### config.mk
export PLATFORM = sky130hd
export DESIGN_NAME = reg_access_top
export DESIGN_NICKNAME = d
export VERILOG_FILES = /design/src/x86_reg_pkg.sv /design/src/regacc_pkg.sv /design/src/regfile.sv /design/src/wb_format.sv /design/src/rd_extract.sv /design/src/regacc_ctrl.sv /design/src/reg_access_top.sv
export SDC_FILE = /design/constraint.sdc
export NUM_CORES = 1
export LEC_CHECK = 0
export BUFFER_PORTS_ARGS = -buffer_cell sky130_fd_sc_hd__buf_2
export CAP_MARGIN = 20
export CORE_MARGIN = 4
export CORE_UTILIZATION = 44
export DETAILED_ROUTE_END_ITERATION = 16
export GPL_TIMING_DRIVEN = 0
export PLACE_DENSITY = 0.65
export SYNTH_ARGS = -nofsm -noshare
export SYNTH_HDL_FRONTEND = slang
export SYNTH_SLANG_ARGS = --single-unit
### constraint.sdc
create_clock -name clk -period 10.44 [get_ports clk]
set_clock_uncertainty 0.15 [all_clocks]
set_input_delay 0.522 -clock clk [delete_from_list [all_inputs] [get_ports clk]]
set_output_delay 0.522 -clock clk [all_outputs]
set_load 0.02 [all_outputs]
### src/x86_reg_pkg.sv
`default_nettype none

package x86_reg_pkg;

  // ******************************
  // Register file geometry
  // ******************************

  // Read ports and writeback slots per cycle
  localparam int NUM_RD = 4;
  localparam int NUM_WB = 3;

  typedef logic [2:0] reg_idx_t;

  // Physical order, same as the ModR/M reg encoding
  localparam reg_idx_t REG_EAX = 3'd0;
  localparam reg_idx_t REG_ECX = 3'd1;
  localparam reg_idx_t REG_EDX = 3'd2;
  localparam reg_idx_t REG_EBX = 3'd3;
  localparam reg_idx_t REG_ESP = 3'd4;
  localparam reg_idx_t REG_EBP = 3'd5;
  localparam reg_idx_t REG_ESI = 3'd6;
  localparam reg_idx_t REG_EDI = 3'd7;

  // ******************************
  // Operand size and field views
  // ******************************

  typedef enum logic [1:0] {
    SZ_BYTE,
    SZ_WORD,
    SZ_DWORD
  } opsize_e;

  // 8-bit naming, hi set means AH/CH/DH/BH (byte 1 of reg 0..3)
  typedef struct packed {
    logic       hi;
    logic [1:0] lo;
  } byte_sel_t;

  // Same 3 bits, read as a full index or as a byte selector
  typedef union packed {
    reg_idx_t  full;
    byte_sel_t bsel;
  } reg_field_u;

  // ******************************
  // Stack engine
  // ******************************

  typedef enum logic [1:0] {
    STK_NONE,
    STK_PUSH,
    STK_POP
  } stack_op_e;

  // ESP moves by one dword per push or pop
  localparam logic [31:0] STACK_STEP = 32'd4;

endpackage

`default_nettype wire

### src/regacc_pkg.sv
`default_nettype none

package regacc_pkg;

  import x86_reg_pkg::*;

  // ******************************
  // Operand specifier
  // ******************************

  typedef struct packed {
    reg_field_u field;
    opsize_e    size;
  } operand_t;

  // ******************************
  // Read channel
  // ******************************

  // Four operands plus an optional stack op
  typedef struct packed {
    operand_t [NUM_RD-1:0] opnd;
    stack_op_e             stack;
  } rd_req_t;

  // Zero-extended operand values and the stack address
  typedef struct packed {
    logic [NUM_RD-1:0][31:0] val;
    logic [31:0]             stack_addr;
  } rd_rsp_t;

  // ******************************
  // Write channel
  // ******************************

  typedef struct packed {
    logic        en;
    operand_t    opnd;
    logic [31:0] data;
  } wb_slot_t;

  typedef struct packed {
    wb_slot_t [NUM_WB-1:0] slot;
  } wb_bundle_t;

  // Physical write port, data already placed in its byte lanes
  typedef struct packed {
    logic        en;
    reg_idx_t    idx;
    logic [3:0]  strb;
    logic [31:0] data;
  } wr_port_t;

endpackage

`default_nettype wire

### src/regfile.sv
`timescale 1ns/10ps
`default_nettype none

module regfile
  import x86_reg_pkg::*;
  import regacc_pkg::*;
(
  input  logic                    clk,
  input  logic                    rst,
  input  reg_idx_t [NUM_RD-1:0]   rd_idx,
  output logic [NUM_RD-1:0][31:0] rd_data,
  input  wr_port_t                wr_port1,
  input  wr_port_t                wr_port2,
  input  wr_port_t                wr_port3,
  output logic [31:0]             esp
);

  logic [31:0] regs [8];

  // Port 1 at index 0, port 3 at the top
  wr_port_t [NUM_WB-1:0] wr_ports;

  assign wr_ports = {wr_port3, wr_port2, wr_port1};

  // ******************************
  // Read ports
  // ******************************

  always_comb begin
    for (int i = 0; i < NUM_RD; i++) begin
      rd_data[i] = regs[rd_idx[i]];
    end
  end

  // Stack engine tap
  assign esp = regs[REG_ESP];

  // ******************************
  // Write ports
  // ******************************

  // Ports are visited in rising order, so for a shared lane
  // the last matching port (the highest number) lands
  always_ff @(posedge clk) begin
    if (rst) begin
      for (int r = 0; r < 8; r++) begin
        regs[r] <= '0;
      end
    end else begin
      for (int r = 0; r < 8; r++) begin
        for (int b = 0; b < 4; b++) begin
          for (int p = 0; p < NUM_WB; p++) begin
            if (wr_ports[p].en && wr_ports[p].idx == reg_idx_t'(r) &&
                wr_ports[p].strb[b]) begin
              regs[r][8*b +: 8] <= wr_ports[p].data[8*b +: 8];
            end
          end
        end
      end
    end
  end

  // ******************************
  // Checks
  // ******************************

  // An enabled port must touch at least one lane
  for (genvar p = 0; p < NUM_WB; p++) begin : g_strb_chk
    assert property (@(posedge clk) disable iff (rst)
      wr_ports[p].en |-> wr_ports[p].strb != 4'b0000)
      else $error("write port %0d enabled with empty strobe", p + 1);
  end

endmodule

`default_nettype wire

### src/wb_format.sv
`timescale 1ns/10ps
`default_nettype none

module wb_format
  import x86_reg_pkg::*;
  import regacc_pkg::*;
(
  input  wb_slot_t slot,
  output wr_port_t port
);

  logic [7:0] low_byte;

  assign low_byte = slot.data[7:0];

  always_comb begin
    // Dword write by default
    port.en   = slot.en;
    port.idx  = slot.opnd.field.full;
    port.strb = 4'b1111;
    port.data = slot.data;

    case (slot.opnd.size)
      SZ_BYTE: begin
        // AL..BL or AH..BH of registers 0 to 3
        port.idx = {1'b0, slot.opnd.field.bsel.lo};
        if (slot.opnd.field.bsel.hi) begin
          port.strb = 4'b0010;
          port.data = {16'h0000, low_byte, 8'h00};
        end else begin
          port.strb = 4'b0001;
          port.data = {24'h000000, low_byte};
        end
      end
      SZ_WORD: begin
        port.strb = 4'b0011;
        port.data = {16'h0000, slot.data[15:0]};
      end
      SZ_DWORD: begin
        port.strb = 4'b1111;
      end
      default: begin
        // Unused size code, treated as dword
        port.strb = 4'b1111;
      end
    endcase
  end

endmodule

`default_nettype wire

### src/rd_extract.sv
`timescale 1ns/10ps
`default_nettype none

module rd_extract
  import x86_reg_pkg::*;
  import regacc_pkg::*;
(
  input  operand_t    opnd,
  output reg_idx_t    rd_idx,
  input  logic [31:0] raw,
  output logic [31:0] value
);

  // Byte selectors only reach registers 0 to 3
  assign rd_idx = (opnd.size == SZ_BYTE) ? {1'b0, opnd.field.bsel.lo}
                                         : opnd.field.full;

  // Zero extension for the narrow sizes
  always_comb begin
    case (opnd.size)
      SZ_BYTE: begin
        if (opnd.field.bsel.hi) begin
          value = {24'h000000, raw[15:8]};
        end else begin
          value = {24'h000000, raw[7:0]};
        end
      end
      SZ_WORD: begin
        value = {16'h0000, raw[15:0]};
      end
      default: begin
        value = raw;
      end
    endcase
  end

endmodule

`default_nettype wire

### src/regacc_ctrl.sv
`timescale 1ns/10ps
`default_nettype none

module regacc_ctrl
  import x86_reg_pkg::*;
  import regacc_pkg::*;
(
  input  logic                    clk,
  input  logic                    rst,
  input  stack_op_e               rd_stack,
  input  logic                    rd_valid,
  output logic                    rd_ready,
  input  logic [NUM_RD-1:0][31:0] opnd_val,
  output rd_rsp_t                 rsp,
  output logic                    rsp_valid,
  input  logic                    rsp_ready,
  input  logic                    wb_valid,
  output logic                    wb_ready,
  input  wr_port_t [NUM_WB-1:0]   wb_ports,
  input  logic [31:0]             esp,
  output wr_port_t                wr_port1,
  output wr_port_t                wr_port2,
  output wr_port_t                wr_port3
);

  logic        rd_fire;
  logic        stk_fire;
  logic        wb_fire;
  logic [31:0] esp_new;
  logic [31:0] stack_addr;
  wr_port_t    stk_port;
  wr_port_t    slot3_port;

  // ******************************
  // Handshakes
  // ******************************

  // One response in flight, refilled as soon as it drains
  assign rd_ready = !rsp_valid || rsp_ready;
  assign rd_fire  = rd_valid && rd_ready;
  assign stk_fire = rd_fire && (rd_stack != STK_NONE);

  // Port 3 belongs to the stack engine when both want it
  assign wb_ready = !(stk_fire && wb_ports[2].en);
  assign wb_fire  = wb_valid && wb_ready;

  // ******************************
  // Stack engine
  // ******************************

  always_comb begin
    case (rd_stack)
      STK_PUSH: begin
        esp_new    = esp - STACK_STEP;
        stack_addr = esp_new;
      end
      STK_POP: begin
        esp_new    = esp + STACK_STEP;
        stack_addr = esp;
      end
      default: begin
        esp_new    = esp;
        stack_addr = esp;
      end
    endcase
  end

  always_comb begin
    stk_port      = '0;
    stk_port.en   = stk_fire;
    stk_port.idx  = REG_ESP;
    stk_port.strb = 4'b1111;
    stk_port.data = esp_new;
  end

  // ******************************
  // Write port steering
  // ******************************

  always_comb begin
    wr_port1       = wb_ports[0];
    wr_port1.en    = wb_ports[0].en && wb_fire;
    wr_port2       = wb_ports[1];
    wr_port2.en    = wb_ports[1].en && wb_fire;
    slot3_port     = wb_ports[2];
    slot3_port.en  = wb_ports[2].en && wb_fire;
  end

  assign wr_port3 = stk_fire ? stk_port : slot3_port;

  // ******************************
  // Response register
  // ******************************

  always_ff @(posedge clk) begin
    if (rst) begin
      rsp_valid <= 1'b0;
    end else if (rd_fire) begin
      rsp_valid <= 1'b1;
    end else if (rsp_ready) begin
      rsp_valid <= 1'b0;
    end
  end

  // Captures the register state before this edge's writes
  always_ff @(posedge clk) begin
    if (rd_fire) begin
      rsp.val        <= opnd_val;
      rsp.stack_addr <= stack_addr;
    end
  end

  // ******************************
  // Checks
  // ******************************

  assert property (@(posedge clk) disable iff (rst)
    rsp_valid && !rsp_ready |=> rsp_valid && $stable(rsp))
    else $error("response changed while stalled");

  assert property (@(posedge clk) disable iff (rst)
    !(stk_fire && slot3_port.en))
    else $error("stack update and slot 3 both on write port 3");

endmodule

`default_nettype wire

### src/reg_access_top.sv
`timescale 1ns/10ps
`default_nettype none

module reg_access_top
  import x86_reg_pkg::*;
  import regacc_pkg::*;
(
  input  logic       clk,
  input  logic       rst,
  input  rd_req_t    rd_req,
  input  logic       rd_valid,
  output logic       rd_ready,
  output rd_rsp_t    rsp,
  output logic       rsp_valid,
  input  logic       rsp_ready,
  input  wb_bundle_t wb,
  input  logic       wb_valid,
  output logic       wb_ready
);

  reg_idx_t [NUM_RD-1:0]   rd_idx;
  logic [NUM_RD-1:0][31:0] rd_raw;
  logic [NUM_RD-1:0][31:0] opnd_val;
  wr_port_t [NUM_WB-1:0]   wb_ports;
  wr_port_t                wr_port1;
  wr_port_t                wr_port2;
  wr_port_t                wr_port3;
  logic [31:0]             esp;

  // ******************************
  // Operand formatting
  // ******************************

  for (genvar i = 0; i < NUM_RD; i++) begin : g_rd
    rd_extract rd_extract_i (
      .opnd   (rd_req.opnd[i]),
      .rd_idx (rd_idx[i]),
      .raw    (rd_raw[i]),
      .value  (opnd_val[i])
    );
  end

  for (genvar i = 0; i < NUM_WB; i++) begin : g_wb
    wb_format wb_format_i (
      .slot (wb.slot[i]),
      .port (wb_ports[i])
    );
  end

  // ******************************
  // Control and storage
  // ******************************

  regacc_ctrl regacc_ctrl_i (
    .clk       (clk),
    .rst       (rst),
    .rd_stack  (rd_req.stack),
    .rd_valid  (rd_valid),
    .rd_ready  (rd_ready),
    .opnd_val  (opnd_val),
    .rsp       (rsp),
    .rsp_valid (rsp_valid),
    .rsp_ready (rsp_ready),
    .wb_valid  (wb_valid),
    .wb_ready  (wb_ready),
    .wb_ports  (wb_ports),
    .esp       (esp),
    .wr_port1  (wr_port1),
    .wr_port2  (wr_port2),
    .wr_port3  (wr_port3)
  );

  regfile regfile_i (
    .clk      (clk),
    .rst      (rst),
    .rd_idx   (rd_idx),
    .rd_data  (rd_raw),
    .wr_port1 (wr_port1),
    .wr_port2 (wr_port2),
    .wr_port3 (wr_port3),
    .esp      (esp)
  );

endmodule

`default_nettype wire

# Word-level counts from Yosys, hierarchy flattened
# Memories as Yosys holds them, arrays and structs flattened.
# Index checks and enable logic that the tools add are counted.
[totals]
ff_bits = 161
ramBits = 256
inputBits = 141
out_inout_bits = 163
word_cells = 692
mem_count = 1
[op_classes]
addsub = 2
eq_ne = 30
mux = 415
bitwise = 96
n_reduce_logical = 142
[mem_list]
columns = ["name", "depth", "word_bits", "read_ports", "rd_clocked_by_memory_dff", "write_ports", "line_no", "rtl"]
rows = [
  ["regfile_i.regs", 8, 32, 5, 0, 8, "regfile.sv:18", "logic [31:0] regs [8];"],
]
[op_table]
columns = ["op", "count"]
rows = [
  ["2-to-1 mux 8 bit", 100],
  ["one-hot mux 32 bit (2 select lines)", 8],
  ["2-to-1 mux 1 bit", 292],
  ["logical AND 1 bit", 127],
  ["2-to-1 mux 34 bit", 3],
  ["bitwise OR 1 bit", 96],
  ["2-to-1 mux 40 bit", 1],
  ["== test 3 bit, second input constant", 12],
  ["adder 32 x 3 -> 32 bit, second input constant", 1],
  ["2-to-1 mux 32 bit", 1],
  ["subtractor 32 x 3 -> 32 bit, second input constant", 1],
  ["one-hot mux 4 bit (2 select lines)", 3],
  ["2-to-1 mux 3 bit", 7],
  ["== test 3 x 2 -> 1 bit, second input constant", 6],
  ["== test 2 x 1 -> 1 bit, second input constant", 8],
  ["zero test 2 bit", 7],
  ["== test 3 x 1 -> 1 bit, second input constant", 3],
  ["zero test 3 bit", 3],
  ["nonzero test 2 bit", 2],
  ["== test 2 bit, second input constant", 1],
  ["zero test 1 bit", 2],
  ["logical OR 1 bit", 1],
]

# Depth between registers and ports, before layout
[depth]
depth_word = 16
depth_mapped = 12
mapped_depth_nobuf = 9

# Hierarchy
# Synthesis repeated with hierarchy kept, for this count alone.
[hier_totals]
cells_unflattened = 3334
hier_area_um2 = 34852.2
[by_module_without_submodules]
columns = ["module", "instances", "cells_per_inst", "area_per_inst_um2"]
rows = [
  ["regfile", 1, 2264, 24264.5],
  ["regacc_ctrl", 1, 722, 8237.9],
  ["rd_extract", 4, 39, 300.3],
  ["wb_format", 3, 64, 382.9],
]

# Worst setup path before layout
# OpenSTA, ideal clock, no wires.
[synth_timing]
path_kind = "input-to-reg"
startpoint = "input port rsp_ready"
endpoint = "register, netlist name regacc_ctrl_i.rsp[0]"
arrival_time_ns = 4.742
required_time_ns = 9.751
path_slack_ns = 5.009
path_stages = 4
path_cell_list = "and2b_1 -> inv_1 -> buf_2 -> and2_1"
[synth_between]
elab_chain_len = 2
[synth_rtl]
columns = ["element", "line_no", "rtl"]
rows = [
  ["start: declaration", "reg_access_top.sv:15", "input logic rsp_ready,"],
  ["logical OR 1 bit", "regacc_ctrl.sv:39", "assign rd_ready = !rsp_valid || rsp_ready;"],
  ["net rd_ready", "reg_access_top.sv:12", "output logic rd_ready,"],
  ["logical AND 1 bit", "regacc_ctrl.sv:40", "assign rd_fire = rd_valid && rd_ready;"],
  ["net regacc_ctrl_i.rd_fire", "regacc_ctrl.sv:26", "logic rd_fire;"],
]
# The timed path passes the listed nets, and every way through them passes these cells.
# A chain may end at the register's enable or synchronous reset.

==> results.cfg <==
[global_routing]
use_met2_pct = 54.4
grt_usage_pct = 41.9
global_route.overflow_total = 0
first_pass_grt_wire_length_um = 216000
antenna_violations_before_repair = 12
grt_use_met3_pct = 22.7
grt_pass1_vias = 26800
grt_use_met1_pct = 60.6
global_route.peak_usage_layer = met1
grt_max_degree = 77

[clock_tree]
clk_root_buffer_cell = sky130_fd_sc_hd__clkbuf_16
tritoncts = built
worstSkewPairLatency_ns = 0.60
number_of_setup_buffers_added_after_cts = 0
clockBufferDepth = 3
htree_num_levels = 2
clkSinkCount = 417
clock_transition_at_path_regs_ns = 0.07
holdBufCountCts = 0
cts-resized-gates = 0
cts-buffers-inserted = 47

[placed_design]
detailed_place_hpwl_um = 127000
placed_cells = 3863
place.port_buffers = 269
place.gp.congestion = 1.11

[worst_setup_path]
cpLargestDelayFamily = compound AO/OA/AOI/OAI gates
worst-endpoint-arrival_ns = 4.92
worst_ep_required_time_ns = 10.51
critPathLaunch = regfile_i.regs[4][2]
worstSetupPathType = flop to flop
reg2reg_setup_slack_ns = 5.59
path_buf_inv = 1
critical_path.endpoint_type = flop
critical_path_s_most_frequent_cell = sky130_fd_sc_hd__a311oi_1
critPathMaxFanout = 10
critical_path.reg2reg.startpoint = regfile_i.regs[4][2]
crit_path_max_incr_delay_ns = 0.75
path_cells = inv_1 > ha_1 > nor4b_2 > a311oi_1 > a311oi_1 > a22o_1 > a21boi_1 > o22ai_1
type_of_element_launching_the_critical_path = flop
crit_slowest_cell = sky130_fd_sc_hd__a21boi_1

[route]
post_route_drc = 0
detail_route.wl_per_cell_um = 40.0
antenna_violating_nets_post_route = 0
route.detailed.vias_per_inst = 7.44
drt_iter0_drc = 6338
routed-via-count = 29500
drt_pre_antenna_iters = 7
totalWireLength_um = 159000

[power]
cellPowerDensity_mw_per_mm2 = 145
irDropWorstVdd_uv = 114
finalPower_w = 0.00502
leakagePower_nw = 12.4

[floorplanning]
io_pins = 304
core_area_mm2 = 0.0675
floorplan_die_area_mm2 = 0.0727
row_cnt = 95
floorplan.initialDensity_pct = 44.6
chipHeight_um = 270
die_width_um = 270

[layout]
syn_to_final_growth_pct = 15.0
post_route_cells_drive_above_1_share_pct = 22.9
nets = 3197
layoutNonFillerInstCount = 3962

[yosys]
synth_largest_type_area_fraction_pct = 41.5
synth-edff-count = 416
synth_most_common_cell = sky130_fd_sc_hd__edfxtp_1
synth_warnings = 0
synth-main-ff-cell = sky130_fd_sc_hd__edfxtp_1
gate_count_of_the_mapped_netlist = 2702
ys_seq_elements = 417
synthTopCellsByCount = sky130_fd_sc_hd__edfxtp_1 (416), sky130_fd_sc_hd__nor2_1 (296), sky130_fd_sc_hd__mux4_2 (256)
proportion_of_synthesized_chip_area_in_sequential_cells_pct = 41.5
synth.largest_area_cell = sky130_fd_sc_hd__edfxtp_1
post_synth.cell_area_avg_um2 = 11.1
mappedNetlistArea_mm2 = 0.0301
synth_nets = 2849
async_flop_share_pct = 0
netlist_top_cells_area = sky130_fd_sc_hd__edfxtp_1 (41%), sky130_fd_sc_hd__mux4_2 (19%), sky130_fd_sc_hd__mux2i_1 (5.7%)
yosys.cell_types.count = 83

[timing]
fin_crit_ns = 4.85
finalHoldViolations = 0
maxClockFrequency_mhz = 206
maxSlewViolCount = 0
rsz0062_at_grt = no
timing_worst_slew_pin_value_ns = 1.27
timing.setup.tns_ns = 0
setup_violations = 0
period_share_pct = 46.5
relSlewSlack_pct = 15.0

[status]
status = finished, final reports clean

[run]
max_cap_viol_count = 0

[min_path]
worstHoldPathType = input port to flop
worstHoldStart = rd_valid
-- power by group --
part | internal (W) | leakage (nW) | total (W) | switching [W]
logic | 0.000382 | 7.27 | 0.00113 | 0.000750
registers | 0.00198 | 4.28 | 0.00211 | 0.000125
clock network | 0.00104 | 0.799 | 0.00179 | 0.000747
total | 0.00340 | 12.4 | 0.00502 | 0.00162
-- stage by stage --
| step | setup WS (ns) | instance area (um2) | util, % | hold WS (ns) |
|---|---|---|---|---|
| 5_1_grt | 5.55 | 34600 | 51.3 | 0.138 |
| 2_1_floorplan | 5.01 | 30100 | - | 0.349 |
| 3_5_place_dp | 5.48 | 32900 | 48.7 | 0.568 |
| 3_3_place_gp | 3.59 | 32600 | 48.2 | 0.582 |
| 4_1_cts | 5.91 | 34500 | 51.2 | 0.101 |
| 6_report | 5.59 | 34700 | 51.3 | 0.121 |
-- cells by family after synthesis --
group	Yosys count	synth area share, %
AOI/OAI and AO/OA	649	14.4
and+or+nand+nor	858	13.7
muxes	435	25.1
buffers and inverters	297	3.84
DFF	417	41.5
xor gates and xnor gates	40	1.16
adders and majority gates	6	0.249
-- layout by cell type, fill, tap and decap left out, types with 17 or more instances in the layout --
cell,count
sky130_fd_sc_hd__and2_1,24
sky130_fd_sc_hd__and3_1,17
sky130_fd_sc_hd__o21ai_0,49
sky130_fd_sc_hd__nand2_1,174
sky130_fd_sc_hd__clkbuf_1,205
sky130_fd_sc_hd__o22ai_1,73
sky130_fd_sc_hd__nor2b_1,70
sky130_fd_sc_hd__a32oi_1,26
sky130_fd_sc_hd__nor2_1,296
sky130_fd_sc_hd__clkbuf_16,49
sky130_fd_sc_hd__nor3_1,78
sky130_fd_sc_hd__nor4_1,17
sky130_fd_sc_hd__buf_1,47
sky130_fd_sc_hd__a22oi_1,24
sky130_fd_sc_hd__mux4_2,256
sky130_fd_sc_hd__inv_1,18
sky130_fd_sc_hd__a31oi_1,18
sky130_fd_sc_hd__nand4_1,25
sky130_fd_sc_hd__mux2i_1,173
sky130_fd_sc_hd__xnor2_1,25
sky130_fd_sc_hd__a211oi_1,128
sky130_fd_sc_hd__edfxtp_1,416
sky130_fd_sc_hd__buf_2,293
sky130_fd_sc_hd__a21oi_1,189
sky130_fd_sc_hd__nand3_1,83
sky130_fd_sc_hd__a221oi_1,50
-- final timing paths --
check / end / cells after the start
hold reg to reg: regacc_ctrl_i.rsp_valid / 3
setup reg to reg: regfile_i.regs[1][14] / 8
hold / removal: regacc_ctrl_i.rsp_valid / 3
setup / recovery: regfile_i.regs[1][14] / 8
-- flip-flops by register name, summed over array words and instances (netlist names) --
register and count:
regfile_i.regs 256, regacc_ctrl_i.rsp 160, regacc_ctrl_i.rsp_valid 1
-- area by class of cell --
type	instances	area, um2
flip-flops and latches	417	12500
diodes	1	2.50
plain buffers	278	1090
multi-input cells	1988	16500
inverters	19	71.3
well taps	873	1090
clock inverters	35	403
fillers	6025	32900
repair buffers	299	1750
clock buffers	52	1240
-- metal layers --
layer	vias up	wire (um)
met5	-	158
met4	16	5740
met3	409	30900
met2	3008	60200
met1	14500	61600
li1	11500	-
-- worst register-to-register path, cell delays in order (launching register included) --
cell and delay (ns):
sky130_fd_sc_hd__edfxtp_1 0.62, sky130_fd_sc_hd__inv_1 0.25, sky130_fd_sc_hd__ha_1 0.31, sky130_fd_sc_hd__nor4b_2 0.59, sky130_fd_sc_hd__a311oi_1 0.19, sky130_fd_sc_hd__a311oi_1 0.74, sky130_fd_sc_hd__a22o_1 0.36, sky130_fd_sc_hd__a21boi_1 0.75
sky130_fd_sc_hd__o22ai_1 0.50
No activity file was read; power rests on OpenSTA's default activity.
